### src/hdl/rp_types_pkg.sv
/*
 * Core vector types shared by the analog datapath and the system bus.
 * ADC samples are 14-bit two's complement, DAC codes are raw 14-bit words
 * for the negative-slope converter.
 */

package rp_types_pkg;

  ////////////////////////////////////////////////////////////////////////////
  // datapath widths
  ////////////////////////////////////////////////////////////////////////////

  localparam int unsigned adc_w = 14;        // converter resolution
  localparam int unsigned sum_w = adc_w + 1; // one guard bit for the mixer

  typedef logic signed [adc_w-1:0] adc_sample_t; // signed sample
  typedef logic        [adc_w-1:0] dac_code_t;   // raw DAC word, inverted
  typedef logic signed [sum_w-1:0] dac_sum_t;    // asg + pid, pre saturation

  ////////////////////////////////////////////////////////////////////////////
  // system bus
  ////////////////////////////////////////////////////////////////////////////

  localparam int unsigned bus_w = 32;

  typedef logic [bus_w-1:0] sys_addr_t; // byte address
  typedef logic [bus_w-1:0] sys_data_t; // read/write word

endpackage
### src/hdl/rp_regmap_pkg.sv
/*
 * Register map of the analog core.
 * Bus region numbering and the offsets inside the register block.
 */

package rp_regmap_pkg;

  // bus split
  localparam int unsigned n_regions = 8;
  localparam logic [$clog2(n_regions)-1:0] regs_region = '0; // register block

  ////////////////////////////////////////////////////////////////////////////
  // register offsets inside region 0
  ////////////////////////////////////////////////////////////////////////////

  localparam rp_types_pkg::sys_addr_t ctrl_ofs = 32'h0000_0000; // bit0 loopback
  localparam rp_types_pkg::sys_addr_t id_ofs   = 32'h0000_0004; // read only
  localparam rp_types_pkg::sys_addr_t adc_ofs  = 32'h0000_0008; // {ch_b, ch_a}

  // identification word
  localparam rp_types_pkg::sys_data_t core_id = 32'h5250_0A01;

endpackage

### src/hdl/rp_analog_top.sv
/*
 * Analog core top level. ADC capture with loopback, DAC mixer and the
 * system bus with its register block, all on adc_clk.
 */

`timescale 1ns/1ps

module rp_analog_top #(
  parameter int unsigned region_w = 20
)(
  input  logic                      adc_clk,
  input  logic                      rst_n_i,
  // converters
  input  rp_types_pkg::adc_sample_t adc_a_i,
  input  rp_types_pkg::adc_sample_t adc_b_i,
  input  rp_types_pkg::adc_sample_t asg_a_i,  // generator samples
  input  rp_types_pkg::adc_sample_t asg_b_i,
  input  rp_types_pkg::adc_sample_t pid_a_i,  // controller samples
  input  rp_types_pkg::adc_sample_t pid_b_i,
  output rp_types_pkg::adc_sample_t adc_ch_a_o,
  output rp_types_pkg::adc_sample_t adc_ch_b_o,
  output rp_types_pkg::dac_code_t   dac_dat_a_o,
  output rp_types_pkg::dac_code_t   dac_dat_b_o,
  output logic                      dac_reset_o,
  // system bus
  input  rp_types_pkg::sys_addr_t   sys_addr_i,
  input  rp_types_pkg::sys_data_t   sys_wdata_i,
  input  logic                      sys_wen_i,
  input  logic                      sys_ren_i,
  output rp_types_pkg::sys_data_t   sys_rdata_o,
  output logic                      sys_ack_o,
  output logic                      sys_err_o
);

  rp_types_pkg::dac_code_t dac_code_a;  // comb codes for loopback
  rp_types_pkg::dac_code_t dac_code_b;
  logic                    loop_en;
  rp_types_pkg::sys_addr_t reg_addr;
  rp_types_pkg::sys_data_t reg_wdata;
  rp_types_pkg::sys_data_t reg_rdata;
  logic                    reg_wen;
  logic                    reg_ren;
  logic                    reg_ack;
  logic                    reg_err;

  ////////////////////////////////////////////////////////////////////////////
  // datapath
  ////////////////////////////////////////////////////////////////////////////

  rp_adc_capture i_adc_capture (
    .adc_clk      (adc_clk),
    .rst_n_i      (rst_n_i),
    .adc_a_i      (adc_a_i),
    .adc_b_i      (adc_b_i),
    .dac_code_a_i (dac_code_a),
    .dac_code_b_i (dac_code_b),
    .loop_en_i    (loop_en),
    .adc_ch_a_o   (adc_ch_a_o),
    .adc_ch_b_o   (adc_ch_b_o)
  );

  rp_dac_mixer i_dac_mixer (
    .adc_clk      (adc_clk),
    .rst_n_i      (rst_n_i),
    .asg_a_i      (asg_a_i),
    .asg_b_i      (asg_b_i),
    .pid_a_i      (pid_a_i),
    .pid_b_i      (pid_b_i),
    .dac_code_a_o (dac_code_a),
    .dac_code_b_o (dac_code_b),
    .dac_dat_a_o  (dac_dat_a_o),
    .dac_dat_b_o  (dac_dat_b_o),
    .dac_reset_o  (dac_reset_o)
  );

  ////////////////////////////////////////////////////////////////////////////
  // bus and registers
  ////////////////////////////////////////////////////////////////////////////

  rp_sys_bus_decoder #(
    .region_w (region_w)
  ) i_sys_bus_decoder (
    .adc_clk     (adc_clk),
    .rst_n_i     (rst_n_i),
    .sys_addr_i  (sys_addr_i),
    .sys_wdata_i (sys_wdata_i),
    .sys_wen_i   (sys_wen_i),
    .sys_ren_i   (sys_ren_i),
    .sys_rdata_o (sys_rdata_o),
    .sys_ack_o   (sys_ack_o),
    .sys_err_o   (sys_err_o),
    .reg_rdata_i (reg_rdata),
    .reg_ack_i   (reg_ack),
    .reg_err_i   (reg_err),
    .reg_addr_o  (reg_addr),
    .reg_wdata_o (reg_wdata),
    .reg_wen_o   (reg_wen),
    .reg_ren_o   (reg_ren)
  );

  rp_sys_regs i_sys_regs (
    .adc_clk     (adc_clk),
    .rst_n_i     (rst_n_i),
    .reg_addr_i  (reg_addr),
    .reg_wdata_i (reg_wdata),
    .reg_wen_i   (reg_wen),
    .reg_ren_i   (reg_ren),
    .adc_a_i     (adc_ch_a_o), // status shows switched channels
    .adc_b_i     (adc_ch_b_o),
    .reg_rdata_o (reg_rdata),
    .reg_ack_o   (reg_ack),
    .reg_err_o   (reg_err),
    .loop_en_o   (loop_en)
  );

endmodule

### src/hdl/rp_sys_bus_decoder.sv
/*
 * System bus decoder. Splits the address space into eight regions, routes
 * region 0 to the register block and acks the empty ones itself.
 */

`timescale 1ns/1ps

module rp_sys_bus_decoder #(
  parameter int unsigned region_w = 20 // address bits inside a region
)(
  input  logic                    adc_clk,
  input  logic                    rst_n_i,
  // master side
  input  rp_types_pkg::sys_addr_t sys_addr_i,
  input  rp_types_pkg::sys_data_t sys_wdata_i,
  input  logic                    sys_wen_i,
  input  logic                    sys_ren_i,
  output rp_types_pkg::sys_data_t sys_rdata_o,
  output logic                    sys_ack_o,
  output logic                    sys_err_o,
  // register block side
  input  rp_types_pkg::sys_data_t reg_rdata_i,
  input  logic                    reg_ack_i,
  input  logic                    reg_err_i,
  output rp_types_pkg::sys_addr_t reg_addr_o,
  output rp_types_pkg::sys_data_t reg_wdata_o,
  output logic                    reg_wen_o,
  output logic                    reg_ren_o
);

  localparam int unsigned sel_w  = $clog2(rp_regmap_pkg::n_regions);
  localparam int unsigned addr_w = $bits(rp_types_pkg::sys_addr_t);

  logic [sel_w-1:0] region;    // index above the region offset
  logic             regs_hit;
  logic             stub_ack;  // empty regions answer here

  assign region   = sys_addr_i[region_w +: sel_w];
  assign regs_hit = (region == rp_regmap_pkg::regs_region);

  // strobes only reach the block in its own region
  assign reg_wen_o   = sys_wen_i & regs_hit;
  assign reg_ren_o   = sys_ren_i & regs_hit;
  assign reg_addr_o  = {{(addr_w-region_w){1'b0}}, sys_addr_i[region_w-1:0]};
  assign reg_wdata_o = sys_wdata_i;

  always_ff @(posedge adc_clk)
  begin
    if (!rst_n_i)
      stub_ack <= 1'b0;
    else
      stub_ack <= (sys_wen_i | sys_ren_i) & !regs_hit; // no data, no error
  end

  // response mux, only one source acks at a time
  assign sys_ack_o   = reg_ack_i | stub_ack;
  assign sys_err_o   = reg_ack_i & reg_err_i;
  assign sys_rdata_o = reg_ack_i ? reg_rdata_i : '0;

endmodule

### src/hdl/rp_sys_regs.sv
/*
 * Register block in bus region 0. Holds the loopback switch, returns the
 * identification word and the switched ADC channels, flags bad accesses.
 */

`timescale 1ns/1ps

module rp_sys_regs (
  input  logic                      adc_clk,
  input  logic                      rst_n_i,
  input  rp_types_pkg::sys_addr_t   reg_addr_i,  // offset within region
  input  rp_types_pkg::sys_data_t   reg_wdata_i,
  input  logic                      reg_wen_i,   // one cycle strobe
  input  logic                      reg_ren_i,   // one cycle strobe
  input  rp_types_pkg::adc_sample_t adc_a_i,     // switched ch a
  input  rp_types_pkg::adc_sample_t adc_b_i,     // switched ch b
  output rp_types_pkg::sys_data_t   reg_rdata_o,
  output logic                      reg_ack_o,
  output logic                      reg_err_o,
  output logic                      loop_en_o
);

  rp_types_pkg::sys_data_t adc_stat; // both channels, sign extended

  assign adc_stat = {{2{adc_b_i[13]}}, adc_b_i, {2{adc_a_i[13]}}, adc_a_i};

  ////////////////////////////////////////////////////////////////////////////
  // access decode, answers on the edge after the strobe
  ////////////////////////////////////////////////////////////////////////////

  always_ff @(posedge adc_clk)
  begin
    if (!rst_n_i)
    begin
      reg_ack_o   <= 1'b0;
      reg_err_o   <= 1'b0;
      reg_rdata_o <= '0;
      loop_en_o   <= 1'b0;
    end
    else
    begin
      reg_ack_o   <= reg_wen_i | reg_ren_i;
      reg_err_o   <= 1'b0;
      reg_rdata_o <= '0; // zero unless a read hits
      if (reg_wen_i)
      begin
        case (reg_addr_i)
          rp_regmap_pkg::ctrl_ofs: loop_en_o <= reg_wdata_i[0];
          default:                 reg_err_o <= 1'b1; // read only or unmapped
        endcase
      end
      else if (reg_ren_i)
      begin
        case (reg_addr_i)
          rp_regmap_pkg::ctrl_ofs: reg_rdata_o <= {31'd0, loop_en_o};
          rp_regmap_pkg::id_ofs:   reg_rdata_o <= rp_regmap_pkg::core_id;
          rp_regmap_pkg::adc_ofs:  reg_rdata_o <= adc_stat; // sampled at strobe
          default:                 reg_err_o   <= 1'b1;
        endcase
      end
    end
  end

endmodule

### src/hdl/rp_dac_mixer.sv
/*
 * DAC mixer. Adds generator and controller samples per channel, saturates
 * to 14 bits and inverts for the negative-slope DAC. Two register stages,
 * the second swaps the channels. Also drives the DAC reset.
 */

`timescale 1ns/1ps

module rp_dac_mixer (
  input  logic                      adc_clk,
  input  logic                      rst_n_i,
  input  rp_types_pkg::adc_sample_t asg_a_i,      // generator ch a
  input  rp_types_pkg::adc_sample_t asg_b_i,
  input  rp_types_pkg::adc_sample_t pid_a_i,      // controller ch a
  input  rp_types_pkg::adc_sample_t pid_b_i,
  output rp_types_pkg::dac_code_t   dac_code_a_o, // comb, to loopback
  output rp_types_pkg::dac_code_t   dac_code_b_o,
  output rp_types_pkg::dac_code_t   dac_dat_a_o,  // carries ch b
  output rp_types_pkg::dac_code_t   dac_dat_b_o,  // carries ch a
  output logic                      dac_reset_o
);

  rp_types_pkg::dac_sum_t  sum_a; // 15 bit, never overflows itself
  rp_types_pkg::dac_sum_t  sum_b;
  rp_types_pkg::dac_code_t dac_a_q;
  rp_types_pkg::dac_code_t dac_b_q;

  // clamp to -8192..8191 then invert for the neg slope
  function automatic rp_types_pkg::dac_code_t sat_inv(input rp_types_pkg::dac_sum_t sum);
    rp_types_pkg::dac_code_t sat;
    if (sum[14] ^ sum[13]) // top two bits differ, out of range
      sat = {sum[14], {13{~sum[14]}}};
    else
      sat = sum[13:0];
    return ~sat;
  endfunction

  ////////////////////////////////////////////////////////////////////////////
  // sum and saturation
  ////////////////////////////////////////////////////////////////////////////

  assign sum_a = rp_types_pkg::dac_sum_t'(asg_a_i) + rp_types_pkg::dac_sum_t'(pid_a_i);
  assign sum_b = rp_types_pkg::dac_sum_t'(asg_b_i) + rp_types_pkg::dac_sum_t'(pid_b_i);

  assign dac_code_a_o = sat_inv(sum_a);
  assign dac_code_b_o = sat_inv(sum_b);

  ////////////////////////////////////////////////////////////////////////////
  // output pipeline
  ////////////////////////////////////////////////////////////////////////////

  always_ff @(posedge adc_clk)
  begin
    if (!rst_n_i)
    begin
      dac_a_q     <= '0;
      dac_b_q     <= '0;
      dac_dat_a_o <= '0;
      dac_dat_b_o <= '0;
    end
    else
    begin
      dac_a_q     <= dac_code_a_o;
      dac_b_q     <= dac_code_b_o;
      dac_dat_a_o <= dac_b_q; // ch b -> dac a
      dac_dat_b_o <= dac_a_q; // ch a -> dac b
    end
  end

  // dac reset follows core reset one cycle late
  always_ff @(posedge adc_clk)
    dac_reset_o <= !rst_n_i;

endmodule

### src/hdl/rp_adc_capture.sv
/*
 * ADC capture. Registers both raw channels, then crosses them and clears
 * the two low bits, or feeds the DAC codes back when loopback is on.
 */

`timescale 1ns/1ps

module rp_adc_capture (
  input  logic                      adc_clk,
  input  logic                      rst_n_i,
  input  rp_types_pkg::adc_sample_t adc_a_i,      // raw channel a
  input  rp_types_pkg::adc_sample_t adc_b_i,      // raw channel b
  input  rp_types_pkg::dac_code_t   dac_code_a_i, // loopback source a
  input  rp_types_pkg::dac_code_t   dac_code_b_i, // loopback source b
  input  logic                      loop_en_i,    // digital loopback
  output rp_types_pkg::adc_sample_t adc_ch_a_o,
  output rp_types_pkg::adc_sample_t adc_ch_b_o
);

  rp_types_pkg::adc_sample_t adc_a_q; // input register, stands in for iddr
  rp_types_pkg::adc_sample_t adc_b_q;

  // first stage straight from the pins
  always_ff @(posedge adc_clk)
  begin
    if (!rst_n_i)
    begin
      adc_a_q <= '0;
      adc_b_q <= '0;
    end
    else
    begin
      adc_a_q <= adc_a_i;
      adc_b_q <= adc_b_i;
    end
  end

  // switch stage, channels cross here
  always_ff @(posedge adc_clk)
  begin
    if (!rst_n_i)
    begin
      adc_ch_a_o <= '0;
      adc_ch_b_o <= '0;
    end
    else if (loop_en_i)
    begin
      adc_ch_a_o <= rp_types_pkg::adc_sample_t'(dac_code_a_i); // dac a -> ch a
      adc_ch_b_o <= rp_types_pkg::adc_sample_t'(dac_code_b_i);
    end
    else
    begin
      adc_ch_a_o <= {adc_b_q[13:2], 2'b00}; // adc b -> ch a, lsbs dropped
      adc_ch_b_o <= {adc_a_q[13:2], 2'b00}; // adc a -> ch b
    end
  end

endmodule

### config.mk
export PLATFORM = sky130hd
export DESIGN_NAME = rp_analog_top
export DESIGN_NICKNAME = d
export VERILOG_FILES = /design/src/hdl/rp_types_pkg.sv /design/src/hdl/rp_regmap_pkg.sv /design/src/hdl/rp_analog_top.sv /design/src/hdl/rp_sys_bus_decoder.sv /design/src/hdl/rp_sys_regs.sv /design/src/hdl/rp_dac_mixer.sv /design/src/hdl/rp_adc_capture.sv
export SDC_FILE = /design/constraint.sdc
export NUM_CORES = 1
export LEC_CHECK = 0
export ABC_AREA = 1
export ABC_CLOCK_PERIOD_IN_PS = 4300
export BUFFER_PORTS_ARGS = -buffer_cell sky130_fd_sc_hd__buf_2
export CAP_MARGIN = 10
export CORE_MARGIN = 10
export CORE_UTILIZATION = 53
export DETAILED_ROUTE_END_ITERATION = 12
export GPL_TIMING_DRIVEN = 1
export PLACE_DENSITY = 0.87
export SYNTH_ARGS = -nofsm -noshare
export SYNTH_HDL_FRONTEND = slang
export SYNTH_SLANG_ARGS = --single-unit
### constraint.sdc
create_clock -name adc_clk -period 4.3 [get_ports adc_clk]
set_input_delay 0 -clock adc_clk [delete_from_list [all_inputs] [get_ports adc_clk]]
set_output_delay 0 -clock adc_clk [all_outputs]
set_load 0.02 [all_outputs]
==> impl_metrics.yaml, run 1 <==
run_status:
  status: "completed"
clock_tree:
  cts_root_buf: "clkbuf_16"
  htree_levels: 4
  clockBufferDepth: 2
  cts-resized-gates: 0
  numCtsBuffers: 17
  clk_latency_ps: 410
  cts_tree: "built"
  cts.sinks: 142
  path_clk_slew_ps: 60
logic_synthesis:
  synth-seq-cells: 142
  syn_area_per_cell_um2: 7.40
  netlist_area_um2: 6440
  synthCells: 871
  ys_warn_count: 0
  ys.flop_type: "dfxtp_1"
  seq_area_frac_synth_pct: 44.1
  synthArstFlopShare_pct: 0
  synth_edf_count: 0
  synth_nets: 1053
  synth_cell_types: 37
drt:
  ant_nets: 0
  drt_iter0_markers: 335
  drt_wl_total_mm: 17.1
  wl_per_cell_um: 13.7
  route.vias.total: 5946
  post-route-drc-count: 0
  drtPass1Iterations: 5
  viasPerCell: 4.76
sta:
  min_period_ps: 2020
  whs_ps: 47.2
  slew_headroom_pct: 36.6
  worst_pin_slew_ps: 950
  hold_violations: 0
  rsz0062_at_grt: "no"
  finClkSkew_ps: 8.15
  period_share_pct: 47.0
  clock.fmax_mhz: 495
  setup_viol: 0
  tns_ps: 0
  drv_slew: 0
global_routing:
  grt_pass1_vias: 5784
  grt_max_degree: 63
  gr-usage-all-layers_pct: 19.7
  antenna_found_initial: 0
  grt_pass1_wl_mm: 26.7
  overflow: 0
layout:
  syn2layout_area_growth_pct: 29.7
  final_net_count: 1271
  layout_commonest_cell: "nand2_1"
  fill_cells: 960
  n_antenna_cell: 0
  drive_gt1_share_pct: 24.1
  final_area_um2: 8350
  final_cell_mix: "nand2_1, buf_2, inv_1"
  finalNonFillerCells: 1249
  multiInputGateArea_um2: 2790
  seq_area_um2: 2840
worst_hold_path:
  hold_path.class: "input port to register"
  holdPathStages: 6
floorplanning:
  die_h_um: 130
  rows: 40
  start_util_pct: 53.8
  boundaryPins: 243
  dieArea_um2: 17000
  core_area_um2: 12000
  die_x_um: 130
flow_run:
  maxCapViolations: 0
placed_design:
  hpwlAfterDp_mm: 12.9
  gp_congestion: 0.884
  portBuffers: 198
  placed_area_um2: 7410
  dp_cells: 1184
power_and_ir_drop:
  p_leak_nw: 4.86
  powerDensity_nw_per_um2: 422
  ir_drop_mv: 0.296
  fin_total_pwr_mw: 3.53
critical_path:
  worst_ep_required_time_ps: 4620
  crit_slowest_cell: "dfxtp_2"
  path_cells: "o21ai_0, dlygate4sd3_1, a21oi_1"
  r2r_setup_slack_ps: 2280
  critical_path.max_fanout: 51
  path_class: "register to register"
  crit_path_end_kind: "register"
  crit_path_max_incr_delay_ps: 950
  cp-start-kind: "register"
  cp.arrival_ps: 2340
  rr_worst_depth: 3
area by class of cell:
cell class              instances  share of cell area [%]
multi-input cells             537                    33.4
flip-flops and latches        142                    34.0
repair buffers                232                    15.9
inverters                     159                    7.14
clock buffers                  19                    5.42
clock inverters                13                    1.93
well taps                     147                    2.20
through the flow:
stage               util [%]  setup WS (ps)
floorplan                  -           2670
global placement        61.9           2230
detailed placement      61.9           2200
CTS                     69.8           2350
global route            69.8           2210
finish                  69.8           2280
critical path, delay by kind of cell (launching register included):
kind	cells	cell delay, ps
compound gates	2	360
buf+inv	1	610
flops	1	950
sequential cells by signal, indices dropped and copies added, names as in the netlist:
register	count
i_sys_regs.loop_en_o	1
i_adc_capture.adc_a_q	12
i_dac_mixer.dac_dat_b_o	14
i_sys_regs.reg_rdata_o	29
i_dac_mixer.dac_b_q	14
i_dac_mixer.dac_dat_a_o	14
i_sys_regs.reg_err_o	1
i_dac_mixer.dac_a_q	14
i_dac_mixer.dac_reset_o	1
i_sys_regs.reg_ack_o	1
i_sys_bus_decoder.stub_ack	1
i_adc_capture.adc_ch_a_o	14
i_adc_capture.adc_ch_b_o	14
i_adc_capture.adc_b_q	12
repair_timing:
action	4_1_cts	5_1_grt
hold endpoints to repair	34	0
buffers inserted	0	0
hold buffers	33	0
synth_stat cells (all sizes together), types with 4 or more instances:
cell / n / area share [%]
nand2: 239 / 14
inv: 159 / 9.3
dfxtp: 142 / 44
nor2: 85 / 5.1
a21oi: 52 / 4.3
nand3: 47 / 4.1
ha: 28 / 5.4
nor3b: 21 / 2.4
clkbuf: 16 / 1.1
buf: 15 / 2.0
o21ai: 13 / 1.0
xnor2: 12 / 1.6
nor3: 10 / 1.2
nand4: 7 / 0.68
xor2: 6 / 0.82
o21bai: 4 / 0.47
or2: 4 / 0.39
cell families after synthesis:
kind of cell / count (synthesis) / synth area share [%]
flip-flops: 142 / 44.1
XOR/XNOR: 18 / 2.45
adder cells (fa/ha/maj): 30 / 6.06
AO/OA/AOI/OAI: 73 / 6.25
buffers and inverters: 192 / 12.6
AND/OR/NAND/NOR: 416 / 28.5
worst paths after layout:
path	startpoint	to
hold reg to reg	i_dac_mixer.dac_a_q[13]	i_dac_mixer.dac_dat_b_o[13]
hold / removal	sys_addr_i[0]	i_sys_regs.reg_rdata_o[0]
setup / recovery	i_sys_regs.loop_en_o	i_sys_regs.reg_rdata_o[0]
setup reg to reg	i_sys_regs.loop_en_o	i_sys_regs.reg_rdata_o[0]
report_power, final:
group          internal, mW  switching, mW
registers              1.41         0.0283
logic                 0.223          0.381
clock network         0.943          0.538
total                  2.58          0.947
per-layer routing:
layer,GRT usage [%],vias to the layer above,wire length (um)
met5,0,-,0
met4,8.66,0,383
met3,5.48,28,1510
met2,33.3,258,7970
met1,22.8,2571,7210
li1,-,3089,-
Note: power is estimated with default switching activity, not from simulation.
==> inputs of run 2 (changes only) <==
--- a/config.mk
+++ b/config.mk
@@ -5,15 +5,15 @@
 export SDC_FILE = /design/constraint.sdc
 export NUM_CORES = 1
 export LEC_CHECK = 0
-export ABC_AREA = 1
-export ABC_CLOCK_PERIOD_IN_PS = 4300
+export ABC_AREA = 0
+export ABC_CLOCK_PERIOD_IN_PS = 1700
 export BUFFER_PORTS_ARGS = -buffer_cell sky130_fd_sc_hd__buf_2
 export CAP_MARGIN = 10
 export CORE_MARGIN = 10
-export CORE_UTILIZATION = 53
+export CORE_UTILIZATION = 44
 export DETAILED_ROUTE_END_ITERATION = 12
 export GPL_TIMING_DRIVEN = 1
-export PLACE_DENSITY = 0.87
+export PLACE_DENSITY = 0.79
 export SYNTH_ARGS = -nofsm -noshare
 export SYNTH_HDL_FRONTEND = slang
 export SYNTH_SLANG_ARGS = --single-unit
==> constraint.sdc (replaced) <==
create_clock -name adc_clk -period 1.7 [get_ports adc_clk]
set_input_delay 0 -clock adc_clk [delete_from_list [all_inputs] [get_ports adc_clk]]
set_output_delay 0 -clock adc_clk [all_outputs]
set_load 0.02 [all_outputs]
==> impl_metrics.yaml, run 2 <==
critical_path:
  worst_ep_required_time_ps: 1970
  r2r-end: "i_adc_capture.adc_ch_a_o[8]"
  cp.arrival_ps: 2100
  startpoint: "pid_a_i[1]"
  r2r_setup_slack_ps: 340
  critPathBufInv: 1
  path_class: "input port to register"
  reg2reg_from: "i_sys_regs.loop_en_o"
  cp-start-kind: "input port"
  crit_path_end_kind: "register"
  cp_top_family: "compound AO/OA/AOI/OAI gates"
  path_cells: "buf_8, ha_4, a21oi_4, o211a_1, a21oi_2, a2111o_1, a21o_4, mux2_4, o211ai_1, a21oi_1"
  crit_slowest_cell: "a2111o_1"
  rr_worst_depth: 3
  crit_path_max_incr_delay_ps: 460
  critical_path.max_fanout: 6
drt:
  drtPass1Iterations: 4
  drt_wl_total_mm: 20.2
  top_layer_used: "met4"
  ant_nets: 0
  drt_iter0_markers: 291
  viasPerCell: 5.02
  wl_met3_mm: 1.48
  met1_length_mm: 8.31
  met2WireLength_mm: 9.98
  route.vias.total: 5794
  post-route-drc-count: 0
  wl_per_cell_um: 17.5
clock_tree:
  numCtsBuffers: 17
  clockBufferDepth: 2
  cts_root_buf: "clkbuf_16"
  htree_levels: 4
  path_clk_slew_ps: 60
  cts_tree: "built"
  clk_latency_ps: 410
  cts.sinks: 142
floorplanning:
  die_h_um: 137
  dieArea_um2: 18800
  rows: 42
  core_area_um2: 13300
  start_util_pct: 45.3
  die_x_um: 137
  boundaryPins: 243
logic_synthesis:
  ys.flop_type: "dfxtp_1"
  syn_area_per_cell_um2: 9.52
  synth_nets: 817
  yosys.area.top_type_share_pct: 47.0
  synth-seq-cells: 142
  synthArstFlopShare_pct: 0
  post-synth-top-area-cell: "dfxtp_1"
  netlist_area_um2: 6040
  synth_area_leaders: "dfxtp_1, and2_1, ha_1"
  synth_cell_types: 60
  synth.most_common_cell: "dfxtp_1"
  ys_warn_count: 0
  seq_area_frac_synth_pct: 47.0
  synth_edf_count: 0
  synthCells: 635
  synth_common_cells: "dfxtp_1, and2_1, o21ai_0, nor2_1, a21oi_1"
global_routing:
  grt_pass1_wl_mm: 28.9
  grt_pass1_vias: 5751
  gr-usage-all-layers_pct: 19.3
  antenna_found_initial: 1
  grt_max_degree: 46
  overflow: 0
worst_hold_path:
  hold_end: "i_adc_capture.adc_b_q[12]"
  hold_path.class: "input port to register"
  holdPathStages: 3
  worstHoldStart: "rst_n_i"
placed_design:
  dp_cells: 1067
  hpwlAfterDp_mm: 13.9
  placed_area_um2: 8140
  portBuffers: 198
  place_ws_ps: -543
  gp_congestion: 0.867
layout:
  drive_gt1_share_pct: 47.8
  syn2layout_area_growth_pct: 63.0
  final_area_um2: 9850
  layout_commonest_cell: "buf_2"
  top_register: "i_sys_regs.reg_rdata_o"
  finalNonFillerCells: 1155
  largest_reg_flops: 29
  final_cell_mix: "buf_2, dfxtp_1, and2_1"
  final_net_count: 1149
sta:
  tns_ps: -1790
  period_share_pct: 108
  rsz0062_at_grt: "yes"
  hold_violations: 0
  min_period_ps: 1830
  clock.fmax_mhz: 546
  worst_pin_slew_ps: 642
  finClkSkew_ps: 11.5
  setup_ws_ps: -132
  slew_headroom_pct: 57.0
  setup_viol: 49
  drv_slew: 0
run_status:
  status: "finished, violations left"
  violations: "negative setup slack"
power_and_ir_drop:
  p_leak_nw: 4.62
  ir_drop_mv: 0.736
  fin_total_pwr_mw: 9.80
  powerDensity_nw_per_um2: 996
flow_run:
  maxCapViolations: 0
## run 2: worst min-delay path: stages
cell,delay [ps]
buf_2,120
buf_4,220
and2_1,140
## run 2: how the worst max path moves through the flow
stage,end,cells after the start
2_1_floorplan,i_adc_capture.adc_ch_a_o[3],9
3_3_place_gp,i_adc_capture.adc_ch_a_o[1],11
3_5_place_dp,i_adc_capture.adc_ch_b_o[12],12
4_1_cts,i_adc_capture.adc_ch_b_o[12],12
5_1_grt,i_adc_capture.adc_ch_a_o[12],13
6_report,i_adc_capture.adc_ch_a_o[12],10
## run 2: power by group
group	switching (mW)	internal [mW]	leakage, nW	total, mW
Sequential	0.0721	3.56	1.17	3.63
Combinational	1.22	1.18	3.16	2.40
Clock	1.34	2.43	0.293	3.77
Total	2.63	7.18	4.62	9.80
## run 2: metal layers
metal / up-vias / global-route usage, %
met4: 0 / 7.03
met1: 2684 / 24.0
met2: 235 / 31.7
li1: 2841 / -
met5: - / 0
met3: 34 / 4.66
## run 2: final cells by class
type,count,area [um2]
Fill cell,900,3500
Timing Repair Buffer,341,2330
Sequential cell,142,2840
Clock buffer,19,433
Clock inverter,11,169
Antenna cell,1,2.50
Multi-Input combinational cell,449,3790
Inverter,16,65.1
Tap cell,176,220
## run 2: repair_timing
action | CTS | global route
hold endpoints to repair | 31 | 0
buffers inserted | 3 | 11
resized for setup | 16 | 108
pin swaps | 15 | 54
gates cloned | 4 | 3
endpoints found under the setup margin | 33 | 79
hold buffers | 36 | 0
## run 2: metrics by stage
step	utilization (%)	hold WS [ps]
3_3_place_gp	61.0	198
3_5_place_dp	61.0	199
6_report	73.8	99.9
4_1_cts	69.2	91.4
2_1_floorplan	-	88.9
5_1_grt	73.8	110
## run 2: kinds of logic (layout without fill, tap and decap cells)
logic type                 after synthesis  after routing  synth area share [%]
DFF                                    142            142                  47.0
xor gates and xnor gates                18             18                  2.61
other                                    0              1                     0
AOI/OAI and AO/OA                      150            151                  16.4
adders and majority gates               31             31                  6.63
and+or+nand+nor                        239            240                  22.6
buffers and inverters                   48            387                  3.60
muxes                                    7              9                  1.20
==> inputs of run 3 (changes only) <==
--- a/config.mk
+++ b/config.mk
@@ -9,11 +9,13 @@
 export ABC_CLOCK_PERIOD_IN_PS = 1700
 export BUFFER_PORTS_ARGS = -buffer_cell sky130_fd_sc_hd__buf_2
 export CAP_MARGIN = 10
+export CELL_PAD_IN_SITES_DETAIL_PLACEMENT = 2
+export CELL_PAD_IN_SITES_GLOBAL_PLACEMENT = 2
 export CORE_MARGIN = 10
-export CORE_UTILIZATION = 44
+export CORE_UTILIZATION = 25
 export DETAILED_ROUTE_END_ITERATION = 12
 export GPL_TIMING_DRIVEN = 1
-export PLACE_DENSITY = 0.79
+export PLACE_DENSITY = 0.77
 export SYNTH_ARGS = -nofsm -noshare
 export SYNTH_HDL_FRONTEND = slang
 export SYNTH_SLANG_ARGS = --single-unit
==> impl_metrics.yaml, run 3 (synthesis results as in run 2) <==
global_routing:
  grt_max_degree: 64
  grt_pass1_vias: 6948
  antenna_found_initial: 2
  grt_pass1_wl_mm: 41.4
  overflow: 0
  gr-usage-all-layers_pct: 17.2
clock_tree:
  numCtsBuffers: 17
  path_clk_slew_ps: 60
  clk_latency_ps: 430
  cts_tree: "built"
  cts_root_buf: "clkbuf_16"
  htree_levels: 4
  clockBufferDepth: 2
  cts.sinks: 142
critical_path:
  path_cells: "buf_8, ha_4, a21oi_4, o211a_1, a21oi_2, a2111o_1, buf_6, buf_4, buf_4, a21oi_2, a22oi_2, a21oi_2"
  path_common_cell: "a21oi_2"
  critical_path.max_fanout: 3
  rr_worst_depth: 3
  crit_path_max_incr_delay_ps: 530
  path_class: "input port to register"
  crit_slowest_cell: "a2111o_1"
  cp-start-kind: "input port"
  worst_ep_required_time_ps: 2050
  cp.arrival_ps: 2310
  crit_path_end_kind: "register"
sta:
  drv_slew: 0
  hold_violations: 0
  slew_headroom_pct: 47.7
  clock.fmax_mhz: 509
  min_period_ps: 1960
  setup_ws_ps: -263
  worst_pin_slew_ps: 783
  finClkSkew_ps: 13.6
  setup_viol: 66
  rsz0062_at_grt: "yes"
  period_share_pct: 115
layout:
  final_area_um2: 10200
  layout_commonest_cell: "buf_2"
  largest_reg_flops: 29
  fill_cells: 2514
  multiInputGateArea_um2: 3810
  final_net_count: 1163
  drive_gt1_share_pct: 49.3
  syn2layout_area_growth_pct: 68.6
  top_register: "i_sys_regs.reg_rdata_o"
  final_cell_mix: "buf_2, dfxtp_1, buf_4"
  seq_area_um2: 2840
  finalNonFillerCells: 1314
floorplanning:
  start_util_pct: 25.6
  rows: 56
  boundaryPins: 243
  die_x_um: 175
  core_area_um2: 23600
  dieArea_um2: 30800
  die_h_um: 175
drt:
  post-route-drc-count: 0
  wl_per_cell_um: 22.4
  drt_wl_total_mm: 29.4
  viasPerCell: 4.65
  ant_nets: 0
  drtPass1Iterations: 4
  route.vias.total: 6111
  drt_iter0_markers: 153
placed_design:
  placed_area_um2: 8360
  dp_cells: 1213
  hpwlAfterDp_mm: 18.7
  portBuffers: 198
  gp_congestion: 0.810
  place_ws_ps: -731
power_and_ir_drop:
  ir_drop_mv: 0.681
  powerDensity_nw_per_um2: 1010
  fin_total_pwr_mw: 10.3
  p_leak_nw: 4.72
flow_run:
  maxCapViolations: 0
run_status:
  status: "finished, violations left"
  violations: "negative setup slack"
worst_hold_path:
  holdPathStages: 3
  hold_path.class: "input port to register"
run 3: changes by cell type in the layout (fill, tap and decap cells not counted), moves of 4 or more:
| cell | previous run | this run |
|---|---|---|
| nor2_1 | 33 | 29 |
| buf_2 | 185 | 191 |
| buf_4 | 92 | 107 |
| buf_6 | 23 | 15 |
| buf_12 | 1 | 5 |
run 3: area by class of cell:
class,instances,share of cell area (%)
timing repair buffer,357,24.0
clock buffer,19,4.35
sequential,142,27.9
antenna,1,0.0246
multi-input combinational,447,37.4
clock inverter,13,1.83
tap,319,3.92
inverter,16,0.590
run 3: per-layer routing:
| layer | wire [um] | global-route usage [%] | up-vias | share of wire [%] |
|---|---|---|---|---|
| met5 | 13 | 0 | - | 0.044 |
| met4 | 923 | 5.48 | 2 | 3.1 |
| met3 | 1460 | 4.35 | 57 | 5.0 |
| met2 | 15100 | 30.5 | 193 | 51 |
| met1 | 11900 | 19.8 | 2992 | 41 |
| li1 | - | - | 2867 | - |
run 3: path summary, 6_finish.rpt:
| check | startpoint | to | slack (ps) |
|---|---|---|---|
| worst max-delay path | asg_a_i[1] | i_adc_capture.adc_ch_a_o[7] | -260 |
| worst min-delay path | rst_n_i | i_dac_mixer.dac_b_q[11] | 50 |
| worst max register to register | i_sys_regs.loop_en_o | i_adc_capture.adc_ch_a_o[12] | 320 |
| worst min register to register | i_dac_mixer.dac_b_q[3] | i_dac_mixer.dac_dat_a_o[3] | 440 |
run 3: through the flow:
stage                     util [%]  hold slack (ps)  TNS, ps
after floorplan                  -             88.9   -13640
after global placement        35.4              203   -35780
after detailed placement      35.4              209   -39480
after CTS                     41.0            0.798     -645
after global routing          43.1             48.8   -11300
final                         43.1             54.3    -7200
run 3: power by group:
group	internal (mW)	switching (mW)
combinational	1.24	1.41
clock	2.50	1.52
sequential	3.56	0.0901
total	7.30	3.02
run 3: what timing repair did:
item / CTS / global route
endpoints found under the hold margin: 31 / 1
hold buffers: 35 / 1
buffers inserted: 12 / 17
resized for setup: 49 / 70
gates cloned: 2 / 1
setup endpoints to repair: 64 / 88
pin swaps: 28 / 40
run 3: critical path: cells and delay by family:
family	cells	cell delay, ps
compound gates	7	1510
buf+inv	4	550
fa+ha+maj	1	250
